### src/source/pipe_macros.svh
`ifndef PIPE_MACROS_SVH
`define PIPE_MACROS_SVH

// bundle shape
`define PIPE_WAYS 3                 // slots per bundle, slot 0 oldest
`define PIPE_XLEN 32

// architectural register file
`define PIPE_REG_COUNT 32
`define PIPE_REG_IDX_W 5

// fixed instruction words
`define PIPE_NOP_INST 32'h00000013  // addi x0,x0,0
`define PIPE_WFI_INST 32'h10500073

`endif
### src/source/pipe_pkg.sv
`default_nettype none

`include "pipe_macros.svh"

package pipe_pkg;

	typedef enum logic [2:0] {
		ALU_ADD,
		ALU_SUB,
		ALU_AND,
		ALU_OR,
		ALU_XOR,
		ALU_SLT
	} alu_op_t;

	// illegal outranks halt when both show up in one bundle
	typedef enum logic [1:0] {
		NO_ERROR,
		ILLEGAL_INST,
		HALTED_ON_WFI
	} error_status_t;

	//////////////////////////////////////////////////
	// stage packets

	typedef struct packed {
		logic                       valid;
		logic [31:0]                inst;
		logic [`PIPE_XLEN-1:0]      pc;
	} fetch_slot_t;

	typedef struct packed {
		logic                       valid;
		alu_op_t                    alu_op;
		logic [`PIPE_REG_IDX_W-1:0] rs1_idx;
		logic [`PIPE_REG_IDX_W-1:0] rs2_idx;
		logic [`PIPE_XLEN-1:0]      rs1_value;
		logic [`PIPE_XLEN-1:0]      rs2_value;
		logic                       use_imm;   // operand b from imm
		logic [`PIPE_XLEN-1:0]      imm;
		logic [`PIPE_REG_IDX_W-1:0] dest_idx;  // x0 when nothing written
		logic                       halt;
		logic                       illegal;
		logic [`PIPE_XLEN-1:0]      pc;
	} decoded_slot_t;

	typedef struct packed {
		logic                       valid;
		logic [`PIPE_REG_IDX_W-1:0] dest_idx;
		logic [`PIPE_XLEN-1:0]      result;
		logic                       halt;
		logic                       illegal;
		logic [`PIPE_XLEN-1:0]      pc;
	} exec_slot_t;

	typedef struct packed {
		logic                       wr_en;
		logic [`PIPE_REG_IDX_W-1:0] wr_idx;
		logic [`PIPE_XLEN-1:0]      wr_data;
		logic [`PIPE_XLEN-1:0]      pc;
	} commit_slot_t;

endpackage

`default_nettype wire

### src/source/bundle_execute.sv
`default_nettype none
`timescale 1ns/100ps

`include "pipe_macros.svh"

module bundle_execute (
	input  logic clock,
	input  logic reset,
	input  pipe_pkg::decoded_slot_t [`PIPE_WAYS-1:0] decoded,
	output pipe_pkg::exec_slot_t    [`PIPE_WAYS-1:0] executed
);

	import pipe_pkg::*;

	logic [`PIPE_WAYS-1:0][`PIPE_XLEN-1:0] opnd_a;
	logic [`PIPE_WAYS-1:0][`PIPE_XLEN-1:0] opnd_b;
	logic [`PIPE_WAYS-1:0][`PIPE_XLEN-1:0] alu_out;
	exec_slot_t [`PIPE_WAYS-1:0] exec_next;

	function automatic logic [`PIPE_XLEN-1:0] alu(
		input alu_op_t op,
		input logic [`PIPE_XLEN-1:0] a,
		input logic [`PIPE_XLEN-1:0] b
	);
		case (op)
			ALU_SUB: return a - b;
			ALU_AND: return a & b;
			ALU_OR:  return a | b;
			ALU_XOR: return a ^ b;
			ALU_SLT: return {{(`PIPE_XLEN-1){1'b0}}, $signed(a) < $signed(b)};
			default: return a + b;
		endcase
	endfunction

	// later matches override earlier ones, so the chain beats the
	// previous bundle and the nearest older way wins inside the chain
	function automatic logic [`PIPE_XLEN-1:0] forward_operand(
		input logic [`PIPE_REG_IDX_W-1:0] idx,
		input logic [`PIPE_XLEN-1:0] reg_value,
		input int way,
		input logic [`PIPE_WAYS-1:0][`PIPE_XLEN-1:0] chain
	);
		logic [`PIPE_XLEN-1:0] value;
		value = reg_value;
		if (idx != '0) begin
			for (int j = 0; j < `PIPE_WAYS; j++) begin
				if (executed[j].valid && executed[j].dest_idx == idx) begin
					value = executed[j].result;
				end
			end
			for (int k = 0; k < way; k++) begin
				if (decoded[k].valid && decoded[k].dest_idx == idx) begin
					value = chain[k];
				end
			end
		end
		return value;
	endfunction

	//////////////////////////////////////////////////
	// chained alus, way 0 first

	always_comb begin
		alu_out = '0;
		for (int w = 0; w < `PIPE_WAYS; w++) begin
			opnd_a[w] = forward_operand(decoded[w].rs1_idx, decoded[w].rs1_value, w, alu_out);
			opnd_b[w] = decoded[w].use_imm ? decoded[w].imm :
				forward_operand(decoded[w].rs2_idx, decoded[w].rs2_value, w, alu_out);
			alu_out[w] = alu(decoded[w].alu_op, opnd_a[w], opnd_b[w]);
			exec_next[w].valid    = decoded[w].valid;
			exec_next[w].dest_idx = decoded[w].dest_idx;
			exec_next[w].result   = alu_out[w];
			exec_next[w].halt     = decoded[w].halt;
			exec_next[w].illegal  = decoded[w].illegal;
			exec_next[w].pc       = decoded[w].pc;
		end
	end

	always_ff @(posedge clock) begin
		executed <= exec_next;
		if (!reset) begin
			for (int w = 0; w < `PIPE_WAYS; w++) begin
				executed[w].valid <= 1'b0;
			end
		end
	end

endmodule

`default_nettype wire

### config.mk
export PLATFORM = sky130hd
export DESIGN_NAME = bundle_execute
export DESIGN_NICKNAME = d
export VERILOG_FILES = /design/src/source/pipe_pkg.sv /design/src/source/bundle_execute.sv
export VERILOG_INCLUDE_DIRS = /design/src /design/src/source
export SDC_FILE = /design/constraint.sdc
export NUM_CORES = 2
export LEC_CHECK = 0
export BUFFER_PORTS_ARGS = -buffer_cell sky130_fd_sc_hd__buf_4
export CAP_MARGIN = 20
export CORE_ASPECT_RATIO = 0.7
export CORE_UTILIZATION = 23
export CTS_BUF_LIST = sky130_fd_sc_hd__clkbuf_8
export DETAILED_ROUTE_END_ITERATION = 8
export GPL_TIMING_DRIVEN = 0
export PLACE_DENSITY = 0.36
export SLEW_MARGIN = 20
export SYNTH_ARGS = -nofsm -noshare
export SYNTH_HDL_FRONTEND = slang
export SYNTH_SLANG_ARGS = --single-unit
### constraint.sdc
create_clock -name clock -period 14.3 [get_ports clock]
set_input_delay 1.43 -clock clock [delete_from_list [all_inputs] [get_ports clock]]
set_output_delay 1.43 -clock clock [all_outputs]
set_load 0.01 [all_outputs]
Yosys cells after proc, flatten, opt, wreduce, memory -nomap -nowiden
Cells that the tools add are included.
{"block": "totals", "reg_bits": 216, "out_inout_bits": 216, "wordCells": 141}
{"block": "classes", "eq_ne": 39, "n_addsub": 6, "n_lt_le_gt_ge": 3, "n_bitwise": 9, "mux": 36, "reduce_logical": 30}
{"operator": "$mux 32", "n": 33}
{"operator": "$pmux 32 s5", "n": 3}
{"operator": "$eq 5x5->1", "n": 24}
{"operator": "$add 32x32->32", "n": 3}
{"operator": "$and 32x32->32", "n": 3}
{"operator": "$lt 32x32->1", "n": 3}
{"operator": "$or 32x32->32", "n": 3}
{"operator": "$sub 32x32->32", "n": 3}
{"operator": "$xor 32x32->32", "n": 3}
{"operator": "$reduce_bool 5->1", "n": 6}
{"operator": "$logic_and 1x1->1", "n": 24}
{"operator": "$eq 3x2->1 const B", "n": 6}
{"operator": "$eq 3x3->1 const B", "n": 6}
{"operator": "$eq 3x1->1 const B", "n": 3}

Logic depth before layout (Yosys ltp)
{"block": "depth", "ltp_word": 19, "ltp_mapped": 48, "mapped_depth_nobuf": 46}

Worst setup path after synthesis
Ideal clock, no wire load.
{"block": "synth_path", "path_type": "in2reg", "startpoint": "input port decoded[137] (netlist name)", "endpoint": "register executed[206] (netlist name)", "cell_stages": 42, "arrival_time_ns": 10.734, "required_ns": 14.231, "setup_ns": 0.069, "setup_slack_ns": 3.497, "n_path_buf": 2, "path_cell_list": "or4_1 nor2_1 clkbuf_1 o21ai_0 mux2_2 ha_1 fa_1 a211oi_1 o211ai_1 a32oi_2 o21ai_2 or2_2 a21oi_1 nand2_1 a41oi_1 a21oi_1 a221o_1 ha_1 [... 6 more ...] o21ai_0 a21oi_1 o21ai_0 nor2_1 nor4_1 ha_1 inv_1 fa_1 nand2b_1 a2bb2oi_1 a211oi_2 o21bai_1 a221o_1 a31oi_4 o41ai_2 a221o_1 or3b_1 o21ai_1"}
{"element": "start, declared", "line": "bundle_execute.sv:9", "text": "input pipe_pkg::decoded_slot_t [`PIPE_WAYS-1:0] decoded,"}
{"element": "end signal, assigned", "line": "bundle_execute.sv:80", "text": "executed <= exec_next;"}
{"element": "end, declared", "line": "bundle_execute.sv:10", "text": "output pipe_pkg::exec_slot_t [`PIPE_WAYS-1:0] executed"}

==> flow_summary.toml <==
[status]
status = "finished, violations left"
violations = "max-capacitance violations, max-slew violations, negative setup slack"

[pwr]
power.total_mw = 4.45
ir_drop_v = 0.0000999
p_leak_nw = 17.0
switchingPower_mw = 2.53
switching_share_pct = 56.9
seq_power_share_pct = 28.1
p_per_area_mw_per_mm2 = 106
pwr-share-comb_pct = 53.5
intPower_mw = 1.92
power.share.clock_pct = 18.4

[route]
vias = 45590
drc = 0
routed_via_density = 6.13
avgRoutedWirePerCell_um = 38.6
postRouteAntennaNets = 0
wl_mm = 287
drtIter0Drc = 7164
dr.pass1.iters = 9

[layout]
fillers = 15947
regMostFlops = "executed"
nNetsFinal = 6239
top_regs = "executed: 216 flops"
final_util_pct = 29.3
drive_gt1_share_pct = 18.0
areaGrowthSynthToFinish_pct = 26.1
largest_reg_flops = 216

[setup_path]
crit_top_cell = "a21oi_1"
startpoint = "decoded[142]"
cp.required_ns = 14.85
crit_type = "input port to flip-flop"
cp-end-kind = "flip-flop"
worstPathArrival_ns = 14.94
r2r_start = "executed[140]$_DFF_P_"
cp_max_fo = 10
cp_slowest_stage_delay_ns = 0.86
reg2reg_slack_ns = -0.04
crit_path_start_kind = "input port"
crit_slowest_cell = "a211oi_2"

[sta]
tightestPinTransition_ns = 1.50
grt_setup_unrepaired = "yes"
hold_viol_final = 0
finalCritPeriodShare_pct = 101
clock_skew_ns = 0.0892
setup_ws_ns = -0.0988
fin_crit_ns = 14.40
maxSlewViolCount = 3
setup_viol = 3
slew_headroom_pct = -1.11
clock.fmax_mhz = 69.5

[logic_synthesis]
synthArstFlopShare_pct = 0
yosysTopAreaCell = "dfxtp_1"
synthMuxAreaShare_pct = 9.46
synthesis.nets = 5541
yosys.area_share.simple_pct = 17.4
synth_top_area_share_pct = 13.0
yosysWarnings = 0
synth_cell_types = 103
ys_seq_elements = 216
synth_top_family_by_area = "compound AO/OA/AOI/OAI gates"
syn_inst = 4795
ys_seq_area_share_pct = 13.0
synth_edf_count = 0
ys_top_cells_by_area = "dfxtp_1, ha_1, a211oi_1"
synth_most_common_cell = "nor2_1"
synth_fa_ha_area_share_pct = 11.2
avgSynthCellArea_um2 = 6.95
synth_compound_area_share_pct = 37.5
synthFlopType = "dfxtp_1"
synth_area_mm2 = 0.0333
synth_xor_area_share_pct = 4.10
yosys-top-cells-count = "nor2_1, a21oi_1, a211oi_1"

[global_route]
track_usage_pct = 37.3
grt_start_max_net_pins = 14
grt_pass1_wl_mm = 375
grt_pass1_vias = 40381
antenna_found_initial = 23
grt.overflow.total = 0

[placed_design]
place.gp.congestion = 1.09
dp_hpwl_mm = 238
io_buffers = 638

[cts]
clk_latency_ns = 0.75
cts_buffer_depth = 3
htreeDepth = 2
root_buffer = "clkbuf_8"
cts_tree = "yes"
cts_buffers = 43
clock-sinks = 216
clk_pin_slew_ns = 0.07

[floorplanning]
die_area_mm2 = 0.146
io_pins = 668
dieWidth_um = 457
fp-row-count = 116
start_util_pct = 23.2
core-area_mm2 = 0.143
die_h_um = 321

[worst_hold_path]
hold_start = "decoded[178]"
hold_path.class = "input port to flip-flop"

[run]
max_cap_viol_count = 1
-- power by group through the flow --
| stage | Sequential (mW) | Combinational [mW] | Clock (mW) |
|---|---|---|---|
| 2_1_floorplan | 0.858 | 1.16 | 0 |
| 3_3_place_gp | 1.21 | 2.22 | 0 |
| 3_5_place_dp | 1.20 | 2.23 | 0 |
| 4_1_cts | 1.19 | 2.25 | 0.841 |
| 5_1_grt | 1.20 | 2.46 | 0.865 |
| 6_report | 1.25 | 2.38 | 0.819 |
-- final timing paths --
kind                                               to  depth (start not counted)
worst max-delay path            executed[206]$_DFF_P_                         44
worst min-delay path            executed[100]$_DFF_P_                          1
worst max register to register  executed[206]$_DFF_P_                         44
worst min register to register   executed[35]$_DFF_P_                          9
-- kinds of logic (layout without fill, tap and decap cells) --
logic type,after synthesis,count (layout)
XOR/XNOR,156,156
flip-flops,216,216
multiplexers,306,306
AO/OA/AOI/OAI,1880,1880
buffers and inverters,634,1367
other,0,19
AND/OR/NAND/NOR,1309,1309
adder cells (fa/ha/maj),294,294
-- worst max-delay path, delay by kind of cell --
kind | cells | cell delay, ns
AO/OA/AOI/OAI | 26 | 8.87
AND/OR/NAND/NOR | 6 | 1.59
buffers and inverters | 6 | 1.28
adder cells (fa/ha/maj) | 4 | 1.11
multiplexers | 1 | 0.43
XOR/XNOR | 1 | 0.14
-- layout by cell type (no fill, tap or decap), types with 20 or more instances in the layout --
| cell type | Yosys | layout |
|---|---|---|
| a211o_1 | 20 | 20 |
| a211oi_1 | 351 | 349 |
| a21o_1 | 51 | 51 |
| a21oi_1 | 518 | 513 |
| a221o_1 | 30 | 30 |
| a221oi_1 | 31 | 28 |
| a22oi_1 | 30 | 30 |
| a31oi_1 | 34 | 34 |
| and2_1 | 21 | 21 |
| and3_1 | 39 | 35 |
| buf_1 | 39 | 39 |
| buf_2 | 42 | 41 |
| buf_4 | 3 | 654 |
| clkbuf_1 | 306 | 292 |
| clkbuf_8 | 0 | 53 |
| dfxtp_1 | 216 | 212 |
| ha_1 | 288 | 288 |
| inv_1 | 234 | 241 |
| mux2_2 | 73 | 73 |
| mux2i_1 | 233 | 233 |
| nand2_1 | 350 | 350 |
| nand2b_1 | 31 | 31 |
| nand3_1 | 72 | 70 |
| nor2_1 | 562 | 558 |
| nor2b_1 | 28 | 28 |
| nor3_1 | 71 | 67 |
| nor4_1 | 45 | 42 |
| o211ai_1 | 57 | 57 |
| o21a_1 | 49 | 49 |
| o21ai_0 | 325 | 304 |
| o21ai_1 | 15 | 30 |
| o21bai_1 | 35 | 34 |
| o22ai_1 | 56 | 56 |
| o31a_1 | 21 | 21 |
| o31ai_1 | 40 | 39 |
| or3_1 | 24 | 24 |
| xnor2_1 | 56 | 56 |
| xor2_1 | 100 | 100 |
-- cell type report --
type                       count  area (um2)  share of cell area (%)
inverter                     241         905                    2.15
tap                         1888        2360                    5.62
antenna                       19        47.5                   0.113
sequential                   216        4330                    10.3
clock buffer                  53         729                    1.74
timing repair buffer         657        4960                    11.8
clock inverter                27         287                   0.682
buffer                       389        1540                    3.67
multi-input combinational   3945       26900                    63.9
-- timing repair --
item | 4_1_cts | 5_1_grt
buffers inserted | 0 | 4
pin swaps | 1 | 4
setup endpoints to repair | 29 | 19
gates resized for setup | 27 | 29
hold buffers | 0 | 0
-- per-stage QoR --
step	area [um2]	TNS, ns	cells	hold WS, ns	worst slack (ns)
floorplan	33300	0	4795	1.15	3.50
global placement	40500	-67.52	7321	1.53	-3.07
detailed placement	40700	-45.42	7336	1.54	-2.40
CTS	41800	0	7412	0.726	0.0379
global route	42000	-0.0520	7417	0.758	-0.0426
finish	42000	-0.203	7435	0.782	-0.0988
-- metal layers --
metal  track usage [%]  vias to the layer above  wire [um]
met4              15.0                       14      12700
li1                  -                    19088          -
met5                 0                        -        361
met3              11.8                      470      35800
met1              55.9                    22715     134000
met2              47.1                     3303     105000
Note: power is estimated with default switching activity, not from simulation.
