<file path="src/source/pipe_macros.svh">
`ifndef PIPE_MACROS_SVH
`define PIPE_MACROS_SVH

// bundle shape
`define PIPE_WAYS 3                 // slots per bundle, slot 0 oldest
`define PIPE_XLEN 32

// architectural register file
`define PIPE_REG_COUNT 32
`define PIPE_REG_IDX_W 5

// fixed instruction words
`define PIPE_NOP_INST 32'h00000013  // addi x0,x0,0
`define PIPE_WFI_INST 32'h10500073

`endif
</file>
<file path="src/source/pipe_pkg.sv">
`default_nettype none

`include "pipe_macros.svh"

package pipe_pkg;

	typedef enum logic [2:0] {
		ALU_ADD,
		ALU_SUB,
		ALU_AND,
		ALU_OR,
		ALU_XOR,
		ALU_SLT
	} alu_op_t;

	// illegal outranks halt when both show up in one bundle
	typedef enum logic [1:0] {
		NO_ERROR,
		ILLEGAL_INST,
		HALTED_ON_WFI
	} error_status_t;

	//////////////////////////////////////////////////
	// stage packets

	typedef struct packed {
		logic                       valid;
		logic [31:0]                inst;
		logic [`PIPE_XLEN-1:0]      pc;
	} fetch_slot_t;

	typedef struct packed {
		logic                       valid;
		alu_op_t                    alu_op;
		logic [`PIPE_REG_IDX_W-1:0] rs1_idx;
		logic [`PIPE_REG_IDX_W-1:0] rs2_idx;
		logic [`PIPE_XLEN-1:0]      rs1_value;
		logic [`PIPE_XLEN-1:0]      rs2_value;
		logic                       use_imm;   // operand b from imm
		logic [`PIPE_XLEN-1:0]      imm;
		logic [`PIPE_REG_IDX_W-1:0] dest_idx;  // x0 when nothing written
		logic                       halt;
		logic                       illegal;
		logic [`PIPE_XLEN-1:0]      pc;
	} decoded_slot_t;

	typedef struct packed {
		logic                       valid;
		logic [`PIPE_REG_IDX_W-1:0] dest_idx;
		logic [`PIPE_XLEN-1:0]      result;
		logic                       halt;
		logic                       illegal;
		logic [`PIPE_XLEN-1:0]      pc;
	} exec_slot_t;

	typedef struct packed {
		logic                       wr_en;
		logic [`PIPE_REG_IDX_W-1:0] wr_idx;
		logic [`PIPE_XLEN-1:0]      wr_data;
		logic [`PIPE_XLEN-1:0]      pc;
	} commit_slot_t;

endpackage

`default_nettype wire

</file>
<file path="src/source/commit_result.sv">
`default_nettype none
`timescale 1ns/100ps

`include "pipe_macros.svh"

module commit_result (
	input  logic clock,
	input  logic reset,
	input  pipe_pkg::exec_slot_t   [`PIPE_WAYS-1:0] executed,
	output pipe_pkg::commit_slot_t [`PIPE_WAYS-1:0] commit,
	output logic [1:0] completed_insts,
	output pipe_pkg::error_status_t error_status
);

	import pipe_pkg::*;

	commit_slot_t [`PIPE_WAYS-1:0] commit_next;
	logic [1:0] count_next;
	error_status_t status_next;
	logic stopped;        // halt/illegal seen at or before this way
	logic any_illegal;
	logic any_halt;

	always_comb begin
		stopped = (error_status != NO_ERROR);
		count_next = '0;
		any_illegal = 1'b0;
		any_halt = 1'b0;
		for (int w = 0; w < `PIPE_WAYS; w++) begin
			any_illegal |= executed[w].valid && executed[w].illegal;
			any_halt |= executed[w].valid && executed[w].halt;
			stopped |= executed[w].valid && (executed[w].halt || executed[w].illegal);
			commit_next[w].wr_en   = executed[w].valid && !stopped
				&& executed[w].dest_idx != '0;
			commit_next[w].wr_idx  = executed[w].dest_idx;
			commit_next[w].wr_data = executed[w].result;
			commit_next[w].pc      = executed[w].pc;
			count_next += {1'b0, executed[w].valid && !stopped};
		end
		// sticky once set
		if (error_status != NO_ERROR) begin
			status_next = error_status;
		end else if (any_illegal) begin
			status_next = ILLEGAL_INST;
		end else if (any_halt) begin
			status_next = HALTED_ON_WFI;
		end else begin
			status_next = NO_ERROR;
		end
	end

	//////////////////////////////////////////////////
	// result register

	always_ff @(posedge clock) begin
		commit <= commit_next;
		if (!reset) begin
			for (int w = 0; w < `PIPE_WAYS; w++) begin
				commit[w].wr_en <= 1'b0;
			end
			completed_insts <= '0;
			error_status <= NO_ERROR;
		end else begin
			completed_insts <= count_next;
			error_status <= status_next;
		end
	end

endmodule

`default_nettype wire

</file>
<file path="config.mk">
export PLATFORM = sky130hd
export DESIGN_NAME = commit_result
export DESIGN_NICKNAME = d
export VERILOG_FILES = /design/src/source/pipe_pkg.sv /design/src/source/commit_result.sv
export VERILOG_INCLUDE_DIRS = /design/src /design/src/source
export SDC_FILE = /design/constraint.sdc
export NUM_CORES = 1
export LEC_CHECK = 0
export BUFFER_PORTS_ARGS = -buffer_cell sky130_fd_sc_hd__buf_2
export CAP_MARGIN = 25
export CORE_AREA = 3 3 166 168
export CTS_BUF_LIST = sky130_fd_sc_hd__clkbuf_4 sky130_fd_sc_hd__clkbuf_8 sky130_fd_sc_hd__clkbuf_16
export CTS_CLUSTER_SIZE = 24
export DETAILED_ROUTE_END_ITERATION = 10
export DIE_AREA = 0 0 169 171
export REMOVE_ABC_BUFFERS = 1
export SYNTH_ARGS = -nofsm -noshare
export SYNTH_HDL_FRONTEND = slang
export SYNTH_SLANG_ARGS = --single-unit
export TNS_END_PERCENT = 30
</file>
<file path="constraint.sdc">
create_clock -name clock -period 1.9 [get_ports clock]
set_clock_uncertainty 0.05 [all_clocks]
set_input_delay 0.285 -clock clock [delete_from_list [all_inputs] [get_ports clock]]
set_output_delay 0.285 -clock clock [all_outputs]
set_load 0.02 [all_outputs]
</file>
==> reports/metrics.cfg, run 1 <==
[outcome]
status = aborted with a tool error
stop_stage = 4_1_cts
first-error = [ERROR RSZ-0060] Max buffer count reached.

[synthesis]
synthArstFlopShare_pct = 0
synth_ff_type = dfxtp_1
syn_inst = 241
syn_area_um2 = 4470
seq_area_frac_synth_pct = 95.7
synth_cell_type_count = 20
yosys_warnings = 0
avgSynthCellArea_um2 = 18.6
synth-seq-cells = 214
synth_edf_count = 0

[die]
ios = 432
dieWidth_um = 169
num_rows = 59
initial_core_util_pct = 17.2
die_h_um = 171

[cts]
cts_made_buffers = 24
ctsRootBufferMaster = clkbuf_16
cts.path.max_buffers = 3
htreeDepth = 1
hold_buffers = 210
cts.sinks = 214
cts_setup_buffers = 0
cts_resized = 0

[place]
place_congestion = 0.789
dp_hpwl_um = 12800
numPortBuffers = 431

==> metrics by stage <==
| step | setup WS (ns) | utilization (%) | cell area (um2) | std cells |
|---|---|---|---|---|
| 2_1_floorplan | 0.294 | - | 4470 | 241 |
| 3_3_place_gp | 0.149 | 27.1 | 7050 | 1007 |
| 3_5_place_dp | 0.114 | 27.1 | 7050 | 1007 |
==> cell usage after synthesis (2+ instances only) <==
cell     number  area (um2)
dfxtp_1     214        4280
and2_1        3        18.8
nor2_1        3        11.3
a21oi_1       2        10.0
a22oi_2       2        25.0
o311a_1       2        20.0
or3_1         2        12.5
==> logic make-up after synthesis <==
| kind of cell | after synthesis | share of synthesized area, % |
|---|---|---|
| compound gates | 9 | 1.68 |
| fa+ha+maj | 1 | 0.447 |
| buf+inv | 1 | 0.0838 |
| flops | 214 | 95.7 |
| simple gates | 16 | 2.04 |
==> run 2: changes to the inputs <==
--- a/config.mk
+++ b/config.mk
@@ -8,11 +8,10 @@
 export LEC_CHECK = 0
 export BUFFER_PORTS_ARGS = -buffer_cell sky130_fd_sc_hd__buf_2
 export CAP_MARGIN = 25
-export CORE_AREA = 3 3 166 168
-export CTS_BUF_LIST = sky130_fd_sc_hd__clkbuf_4 sky130_fd_sc_hd__clkbuf_8 sky130_fd_sc_hd__clkbuf_16
-export CTS_CLUSTER_SIZE = 24
+export CORE_AREA = 3 3 169 171
 export DETAILED_ROUTE_END_ITERATION = 10
-export DIE_AREA = 0 0 169 171
+export DIE_AREA = 0 0 172 174
+export PLACE_DENSITY_LB_ADDON = 0.15
 export REMOVE_ABC_BUFFERS = 1
 export SYNTH_ARGS = -nofsm -noshare
 export SYNTH_HDL_FRONTEND = slang
==> run 2 against run 1 <==
  * The flow now finishes without violations
  * Synthesized cell count is the same
  * Synthesized area is the same
==> reports/metrics.cfg, run 2 <==
[pwr]
power.density_nw_per_um2 = 1060
p_seq_share_pct = 45.4
switching_share_pct = 22.8
power.leakage_nw = 4.85
vdd_drop_max_mv = 0.640
combPwrFrac_pct = 11.1
switchingPower_w = 0.00241
clkPwrFrac_pct = 43.5
internal-power_w = 0.00814

[outcome]
status = finished, final reports clean  ; was aborted with a tool error

[die]
dieWidth_um = 172  ; was 169 um
die_h_um = 174  ; was 171 um
die-area_um2 = 29900
core_area_um2 = 27000
initial_core_util_pct = 16.6  ; was 17.2%
num_rows = 60  ; was 59
ios = 432  ; unchanged

[worst_setup_path]
arrival_ns = 2.20
path_class = in -> reg
ff2ff_setup_slack_ns = 0.21
crit_path_end_kind = flop
cp.required_ns = 2.24
startpoint_type = input pin
reg2regPathDepth = 5
reg2reg_from = error_status[1]
critPathMaxFanout = 2
regToRegEndpoint = completed_insts[0]

[hold_path]
worstHoldPathType = in -> reg
hold_end = error_status[1]
hold_start = reset
whs_path_depth = 2

[synthesis]
synthArstFlopShare_pct = 0  ; unchanged
ys_top_cells_by_count = dfxtp_1 (214), and2_1 (3), nor2_1 (3)  ; unchanged
synth-seq-cells = 214  ; unchanged
yosys.area.top_type = dfxtp_1  ; unchanged
syn_inst = 241  ; unchanged
synth_edf_count = 0  ; unchanged
synth_cell_type_count = 20  ; unchanged
syn_area_um2 = 4470  ; unchanged
synth_top_area_share_pct = 95.7  ; unchanged
yosys_warnings = 0  ; unchanged
avgSynthCellArea_um2 = 18.6  ; unchanged
seq_area_frac_synth_pct = 95.7  ; unchanged
yosysMostFrequentCell = dfxtp_1  ; unchanged
synth_area_leaders = dfxtp_1 (96%), a22oi_2 (0.56%), fa_1 (0.45%)  ; unchanged
synth_ff_type = dfxtp_1  ; unchanged

[global_route]
grt_overflow_total = 0
grt_pass1_wl_um = 25100
grt_usage_pct = 10.7
antenna_found_initial = 1
first_global_vias = 4628
grt_max_degree = 13

[cts]
cts.sinks = 214  ; unchanged
ctsRootBufferMaster = clkbuf_16  ; unchanged
htreeDepth = 1  ; unchanged
cts.path.max_buffers = 3  ; unchanged
cts_made_buffers = 24  ; unchanged
path_clk_slew_ns = 0.06
clock_latency_ns = 0.50
cts_setup_buffers = 0  ; unchanged
cts_tree = done

[routing]
wl_per_cell_um = 13.8
dr.pass1.iters = 4
drc = 0
drtIter0Drc = 61
via_count = 4250
viasPerCell = 3.36
wl_met1_um = 5970
wl_met3_um = 1850
routed.top_layer = met4
ant_nets = 0
wl_met2_um = 9120
wl_um = 17400

[sta]
fmax_mhz = 539
finalCriticalPeriod_ns = 1.86
finalHoldViolCount = 0
finalCritPeriodShare_pct = 97.7
rsz0062_at_grt = no
setup_viol = 0
slew_headroom_pct = 78.4
tightest_slew_ns = 0.321
fin_hold_ws_ns = 0.0266
report.final.slew_viol_count = 0
setup_tns_ns = 0

[final_layout]
layout-drive-gt1-share_pct = 50.9
final_common_cell = buf_2
top_regs = commit: 210 flops, completed_insts: 2 flops, error_status: 2 flops
largest_register = commit
largest_reg_flops = 210
syn2layout_area_growth_pct = 122
nets = 1126
final_cell_mix = buf_2 (431), dfxtp_1 (214), dlygate4sd3_1 (209)
instances_no_fill = 1266

[place]
numPortBuffers = 431  ; unchanged
dp_hpwl_um = 12300  ; was 12800 um
place_congestion = 0.746  ; was 0.789
dp_cells = 1013  ; was 1007

[job]
cap_violations = 0

==> run 2: cell counts after synthesis <==
No cell type changed its count.
==> run 2: power by group through the flow <==
stage	clock network (W)	registers [W]	logic (W)
CTS	0.00480	0.00479	0.00118
global route	0.00496	0.00481	0.00125
floorplan	0	0.00520	0.0000252
global placement	0	0.00488	0.000838
finish	0.00459	0.00479	0.00117
detailed placement	0	0.00488	0.000832
==> run 2: cells by family (layout without fill, tap and decap cells) <==
logic type      Yosys count  after routing  synth area share [%]
buf+inv                   1            684                0.0838
simple gates             16             16                  2.04
other cells               0              1                     0
fa+ha+maj                 1              1                 0.447
compound gates            9              9                  1.68
flops                   214            214                  95.7
==> run 2: cell type report <==
cell class	instances	area, um2
Multi-Input combinational cell	26	186
Clock inverter	5	52.6
Inverter	1	3.75
Clock buffer	38	744
Sequential cell	214	4280
Timing Repair Buffer	640	4250
Tap cell	341	427
Fill cell	2667	17100
Antenna cell	1	2.50
==> run 2: how the worst max path moves through the flow <==
stage	start	depth (start not counted)	to	slack, ns
after floorplan	error_status[1]	5	completed_insts[0]	0.29
after global placement	executed[32]	6	completed_insts[0]	0.1
after detailed placement	executed[32]	6	completed_insts[0]	0.08
after CTS	executed[210]	6	commit[209]	0.09
after global routing	executed[210]	6	commit[209]	0.03
final	executed[210]	6	commit[209]	0.04
==> run 2: what timing repair did <==
item | in CTS | in global routing
resized for setup | 0 | 0
hold buffers | 209 | 0
endpoints found under the hold margin | 210 | 0
==> run 2: stage by stage <==
| step | power (W) | worst slack (ns) | cell area (um2) | utilization, % |
|---|---|---|---|---|
| final | 0.0106 | 0.0442 | 9950 | 36.8 |
| after global routing | 0.0110 | 0.0328 | 9950 | 36.8 |
| after global placement | 0.00572 | 0.0969 | 7060 | 26.1 |
| after floorplan | 0.00523 | 0.294 | 4470 | - |
| after CTS | 0.0108 | 0.0907 | 9950 | 36.8 |
| after detailed placement | 0.00572 | 0.0833 | 7060 | 26.1 |
==> run 2: worst max-delay path: stages <==
cell and delay [ns]:
dlygate4sd3_1 0.53, buf_2 0.13, or4_1 0.53, o21ai_1 0.13, nor4_1 0.05, dlygate4sd3_1 0.55
==> run 2: per-layer routing <==
| metal | track usage [%] | up-vias |
|---|---|---|
| met5 | 0 | - |
| met4 | 3.43 | 0 |
| met3 | 4.00 | 28 |
| met2 | 20.6 | 256 |
| met1 | 10.3 | 1857 |
| li1 | - | 2109 |
Power figures use the tool's default switching activity.
==> run 3: changes to the inputs <==
--- a/config.mk
+++ b/config.mk
@@ -13,6 +13,7 @@
 export DIE_AREA = 0 0 172 174
 export PLACE_DENSITY_LB_ADDON = 0.15
 export REMOVE_ABC_BUFFERS = 1
+export SETUP_SLACK_MARGIN = 0.3
 export SYNTH_ARGS = -nofsm -noshare
 export SYNTH_HDL_FRONTEND = slang
 export SYNTH_SLANG_ARGS = --single-unit
==> run 3 against run 2 <==
  * Flip-flop and latch count unchanged
  * Setup slack better by 0.33 ns
  * Critical endpoint is now completed_insts[0]
  * Combinational power about the same
  * Worst hold slack worse by 0.0081 ns
  * Clock-buffer cell count unchanged
==> reports/metrics.cfg, run 3 (synthesis gave the netlist of run 2 again) <==
[sta]
setup_tns_ns = 0  ; unchanged
slew_headroom_pct = 84.7  ; was 78.4%
fin_hold_ws_ns = 0.0186  ; was 0.0266 ns
tightest_slew_ns = 0.228  ; was 0.321 ns
fmax_mhz = 655  ; was 539 MHz
report.final.slew_viol_count = 0  ; unchanged
finalHoldViolCount = 0  ; unchanged
rsz0062_at_grt = no  ; unchanged
finalCriticalPeriod_ns = 1.53  ; was 1.86 ns
setup_viol = 0  ; unchanged
finalCritPeriodShare_pct = 80.3  ; was 97.7%

[hold_path]
worstHoldPathType = in -> reg  ; unchanged
whs_path_depth = 2  ; unchanged

[worst_setup_path]
critPathMaxFanout = 5  ; was 2
arrival_ns = 1.88  ; was 2.20 ns
path_class = reg -> reg  ; was in -> reg
cp.required_ns = 2.25  ; was 2.24 ns
crit_path_end_kind = flop  ; unchanged
reg2regPathDepth = 5  ; unchanged
startpoint_type = flop  ; was input pin

[routing]
ant_nets = 0  ; unchanged
wl_um = 17500  ; was 17400 um
drtIter0Drc = 59  ; was 61
viasPerCell = 3.36  ; about the same
via_count = 4254  ; was 4250
drc = 0  ; unchanged
wl_per_cell_um = 13.8  ; about the same
dr.pass1.iters = 4  ; unchanged

[global_route]
use_met1_pct = 10.2  ; was 10.3%
grtUsageMet2_pct = 20.6  ; about the same
busiest_layer = met2  ; unchanged
grt_usage_pct = 10.7  ; about the same
grt_overflow_total = 0  ; unchanged
first_global_vias = 4636  ; was 4628
grt_pass1_wl_um = 25200  ; was 25100 um
globalRouteMet3Util_pct = 4.05  ; was 4.00%
antenna_found_initial = 1  ; unchanged
grt_max_degree = 13  ; unchanged

[cts]
cts.sinks = 214  ; unchanged
clock_latency_ns = 0.51  ; was 0.50 ns
htreeDepth = 1  ; unchanged
path_clk_slew_ns = 0.06  ; about the same
cts.path.max_buffers = 3  ; unchanged
cts_tree = done  ; unchanged
cts_made_buffers = 24  ; unchanged
ctsRootBufferMaster = clkbuf_16  ; unchanged

[final_layout]
n_fill_cell = 2665  ; was 2667
postLayoutCoreUtil_pct = 36.9  ; was 36.8%
syn2layout_area_growth_pct = 123  ; was 122%
largest_reg_flops = 210  ; unchanged
nets = 1125  ; was 1126
final_area_um2 = 9960  ; was 9950 um2
final_cell_mix = buf_2 (431), dfxtp_1 (213), dlygate4sd3_1 (208)  ; was buf_2 (431), dfxtp_1 (214), dlygate4sd3_1 (209)
largest_register = commit  ; unchanged
final_common_cell = buf_2  ; unchanged
top_regs = commit: 210 flops, completed_insts: 2 flops, error_status: 2 flops  ; unchanged
layout-drive-gt1-share_pct = 51.4  ; was 50.9%

[pwr]
power_w = 0.0106  ; about the same
power.leakage_nw = 4.85  ; about the same
vdd_drop_max_mv = 0.640  ; unchanged
power.density_nw_per_um2 = 1060  ; about the same

[die]
initial_core_util_pct = 16.6  ; unchanged
num_rows = 60  ; unchanged
dieWidth_um = 172  ; unchanged
die-area_um2 = 29900  ; unchanged
die_h_um = 174  ; unchanged
ios = 432  ; unchanged
core_area_um2 = 27000  ; unchanged

[place]
place_congestion = 0.746  ; unchanged
placed_cell_area_um2 = 7060  ; unchanged
numPortBuffers = 431  ; unchanged
dp_hpwl_um = 12300  ; unchanged

[outcome]
status = finished, final reports clean  ; unchanged

[job]
cap_violations = 0  ; unchanged

## run 3: cell types whose count changed in the layout (fill, tap and decap cells not counted), sizes merged
cell,before,now
dlygate4sd3,209,208
## run 3: layout make-up
class,instances,area [um2],area share [%]
clock buffers,38,744,7.47
repair buffers,639,4240,42.6
clock inverters,5,52.6,0.528
well taps,341,427,4.28
flip-flops and latches,214,4290,43.0
diodes,1,2.50,0.0251
inverters,1,3.75,0.0377
multi-input cells,26,205,2.06
## run 3: critical path, cell delays in order (launching register included)
cell and delay [ns]:
dfxtp_2 0.34, nor2_2 0.15, nand3_2 0.11, nor3_4 0.21
fa_1 0.42, and2_1 0.14
## run 3: what timing repair did
item                                   4_1_cts  5_1_grt
pin swaps                                    0        1
resized for setup                            1        4
setup buffers                                0        0
gates cloned                                 0        0
setup endpoints to repair                    1        1
endpoints found under the hold margin      210        0
hold buffers                               208        0
## run 3: metal layers
metal / part of all wire [%] / wire, um / up-vias
met2: 52 / 9130 / 256
li1: - / - / 2106
met5: 0 / 0 / -
met1: 34 / 5940 / 1864
met3: 11 / 1860 / 28
met4: 3.0 / 515 / 0
## run 3: report_power, final
| group | switching [W] | internal, W | total [W] |
|---|---|---|---|
| sequential | 0.0000594 | 0.00473 | 0.00479 |
| clock | 0.00178 | 0.00281 | 0.00459 |
| combinational | 0.000570 | 0.000607 | 0.00118 |
| total | 0.00241 | 0.00814 | 0.0106 |
## run 3: final timing paths
kind	start	to	slack, ns
worst max register to register	error_status[1]	completed_insts[0]	0.37
worst min-delay path	reset	error_status[1]	0.02
worst min register to register	error_status[1]	error_status[1]	0.50
worst max-delay path	error_status[1]	completed_insts[0]	0.37
## run 3: through the flow
step / std cells / setup WS, ns
floorplan: 241 / 0.294
global placement: 1013 / 0.0969
detailed placement: 1013 / 0.0833
CTS: 1264 / 0.305
global route: 1265 / 0.320
finish: 1265 / 0.374
==> run 4: changes to the inputs <==
==> constraint.sdc (replaced) <==
create_clock -name clock -period 1.3 [get_ports clock]
set_clock_uncertainty 0.05 [all_clocks]
set_input_delay 0.195 -clock clock [delete_from_list [all_inputs] [get_ports clock]]
set_output_delay 0.195 -clock clock [all_outputs]
set_load 0.02 [all_outputs]
==> run 4 against run 3 <==
  * The flow now finishes with violations (setup timing)
  * Design area up 18%
  * Clock power up 58%
  * Clock-buffer cell count down 7
  * Highest routed layer unchanged
  * Power up 57%
  * Register-to-register slack worse by 0.56 ns
  * Flip-flop and latch count unchanged
  * Critical path depth unchanged
  * Largest cell class is now non-clock buffers
  * Wire length up 9.8%
  * Utilization up 6.6 points
==> reports/metrics.cfg, run 4 (synthesis gave the netlist of run 2 again) <==
[outcome]
status = finished with violations  ; was finished, final reports clean
violations = setup timing

[routing]
drtIter0Drc = 66  ; was 59
via_count = 4422  ; was 4254
viasPerCell = 3.45  ; was 3.36
wl_per_cell_um = 15.0  ; was 13.8 um
wl_um = 19200  ; was 17500 um
dr.pass1.iters = 4  ; unchanged
drc = 0  ; unchanged
ant_nets = 0  ; unchanged

[cts]
htreeDepth = 1  ; unchanged
cts.sinks = 214  ; unchanged
ctsRootBufferMaster = clkbuf_16  ; unchanged
cts_tree = done  ; unchanged
path_clk_slew_ns = 0.06  ; about the same
cts_made_buffers = 24  ; unchanged
cts.path.max_buffers = 3  ; unchanged
clock_latency_ns = 0.51  ; about the same

[global_route]
grt_usage_pct = 11.8  ; was 10.7%
grt_overflow_total = 0  ; unchanged
antenna_found_initial = 2  ; was 1
globalRouteMet3Util_pct = 4.80  ; was 4.05%
grt_pass1_wl_um = 27500  ; was 25200 um
use_met1_pct = 10.7  ; was 10.2%
busiest_layer = met2  ; unchanged
first_global_vias = 5024  ; was 4636
grt_max_degree = 14  ; was 13
grtUsageMet2_pct = 22.9  ; was 20.6%

[die]
die_h_um = 174  ; unchanged
initial_core_util_pct = 16.6  ; unchanged
dieWidth_um = 172  ; unchanged
ios = 432  ; unchanged
num_rows = 60  ; unchanged
core_area_um2 = 27000  ; unchanged
die-area_um2 = 29900  ; unchanged

[pwr]
power_w = 0.0166  ; was 0.0106 W
combPwrFrac_pct = 13.3  ; was 11.1%
vdd_drop_max_mv = 1.02  ; was 0.640 mV
power.leakage_nw = 5.39  ; was 4.85 nW
p_seq_share_pct = 43.1  ; was 45.4%
switching_share_pct = 22.6  ; was 22.9%
internal-power_w = 0.0128  ; was 0.00814 W
switchingPower_w = 0.00376  ; was 0.00241 W
power.density_nw_per_um2 = 1410  ; was 1060 nW/um2
clkPwrFrac_pct = 43.6  ; was 43.5%

[place]
numPortBuffers = 431  ; unchanged
dp_hpwl_um = 12200  ; was 12300 um
place_congestion = 0.749  ; was 0.746
dp_cells = 1023  ; was 1013

[sta]
tightest_slew_ns = 0.206  ; was 0.228 ns
finalCriticalPeriod_ns = 1.48  ; was 1.53 ns
report.final.slew_viol_count = 0  ; unchanged
setup_viol = 4  ; was 0
fmax_mhz = 675  ; was 655 MHz
setup_tns_ns = -0.398  ; was 0 ns
rsz0062_at_grt = yes  ; was no
finalCritPeriodShare_pct = 114  ; was 80.3%
setup_ws_ns = -0.182  ; was 0.374 ns
finalHoldViolCount = 0  ; unchanged
slew_headroom_pct = 86.3  ; was 84.7%

[worst_setup_path]
reg2regPathDepth = 5  ; unchanged
critPathMaxFanout = 2  ; was 5
ff2ff_setup_slack_ns = -0.18  ; was 0.37 ns
regToRegEndpoint = completed_insts[0]  ; unchanged
crit_path_end_kind = flop  ; unchanged
cp.required_ns = 1.66  ; was 2.25 ns
path_class = reg -> reg  ; unchanged
arrival_ns = 1.84  ; was 1.88 ns
startpoint_type = flop  ; unchanged
reg2reg_from = error_status[0]  ; was error_status[1]

[job]
cap_violations = 0  ; unchanged

[final_layout]
final_cell_mix = buf_2 (217), buf_6 (215), dfxtp_2 (213)  ; was buf_2 (431), dfxtp_1 (213), dlygate4sd3_1 (208)
syn2layout_area_growth_pct = 163  ; was 123%
n_fill_cell = 2445  ; was 2665
final_common_cell = buf_2  ; unchanged
layout-drive-gt1-share_pct = 75.2  ; was 51.4%
instances_no_fill = 1280  ; was 1265
top_regs = commit: 210 flops, completed_insts: 2 flops, error_status: 2 flops  ; unchanged
nets = 1138  ; was 1125
largest_register = commit  ; unchanged
largest_reg_flops = 210  ; unchanged

[hold_path]
whs_path_depth = 3  ; was 2
hold_end = commit[139]  ; was error_status[1]
hold_start = executed[138]  ; was reset
worstHoldPathType = in -> reg  ; unchanged

-- run 4: changes by cell type in the layout (fill, tap and decap cells not counted), moves of 2 or more --
cell	previous run	this run
clkbuf_1	6	2
bufinv_16	1	4
buf_4	0	10
clkbuf_8	7	4
buf_2	431	217
dlygate4sd3_1	208	210
clkinv_2	3	6
dfxtp_1	213	1
buf_6	0	215
clkinvlp_4	1	3
dfxtp_2	1	213
-- run 4: power groups by stage --
stage,Combinational (W),Sequential (W),Clock (W)
2_1_floorplan,0.0000369,0.00761,0
3_3_place_gp,0.00126,0.00713,0
3_5_place_dp,0.00126,0.00713,0
4_1_cts,0.00219,0.00715,0.00752
5_1_grt,0.00232,0.00719,0.00779
6_report,0.00220,0.00716,0.00724
-- run 4: timing repair --
item                       CTS  global route
hold endpoints to repair   214             0
pin swaps                    4             1
setup buffers                1             0
gates resized for setup    648             2
setup endpoints to repair  220           221
hold buffers               210             0
-- run 4: layout make-up --
class | count | area, um2 | area share (%)
clock buffer | 31 | 688 | 5.85
clock inverter | 13 | 173 | 1.47
multi-input combinational | 26 | 223 | 1.89
tap | 341 | 427 | 3.63
sequential | 214 | 4550 | 38.7
inverter | 1 | 3.75 | 0.0319
antenna | 2 | 5.00 | 0.0426
timing repair buffer | 652 | 5680 | 48.4
-- run 4: metrics by stage --
stage | utilization, % | setup slack [ns] | cell area [um2] | hold slack [ns]
after detailed placement | 26.4 | -0.412 | 7130 | 0.249
final | 43.5 | -0.182 | 11800 | 0.0237
after global routing | 43.5 | -0.227 | 11800 | 0.0211
after global placement | 26.4 | -0.420 | 7130 | 0.247
after floorplan | - | -0.306 | 4470 | 0.173
after CTS | 43.4 | -0.185 | 11700 | -0.00243
-- run 4: critical path, cell delays in order, from the launching register on --
cell     delay [ns]
dfxtp_2        0.33
nor2_4         0.12
buf_4          0.12
and4_4         0.22
fa_1           0.40
and2_1         0.14
-- run 4: worst max path at each step --
stage | from | end
after floorplan | error_status[1] | completed_insts[0]
after global placement | executed[32] | completed_insts[0]
after detailed placement | executed[32] | completed_insts[0]
after CTS | error_status[0] | completed_insts[0]
after global routing | error_status[0] | completed_insts[0]
final | error_status[0] | completed_insts[0]
-- run 4: layer usage --
metal / vias up / part of all wire (%)
met5: - / 0
met1: 1991 / 32
met2: 261 / 53
met4: 0 / 3.6
met3: 41 / 11
li1: 2129 / -
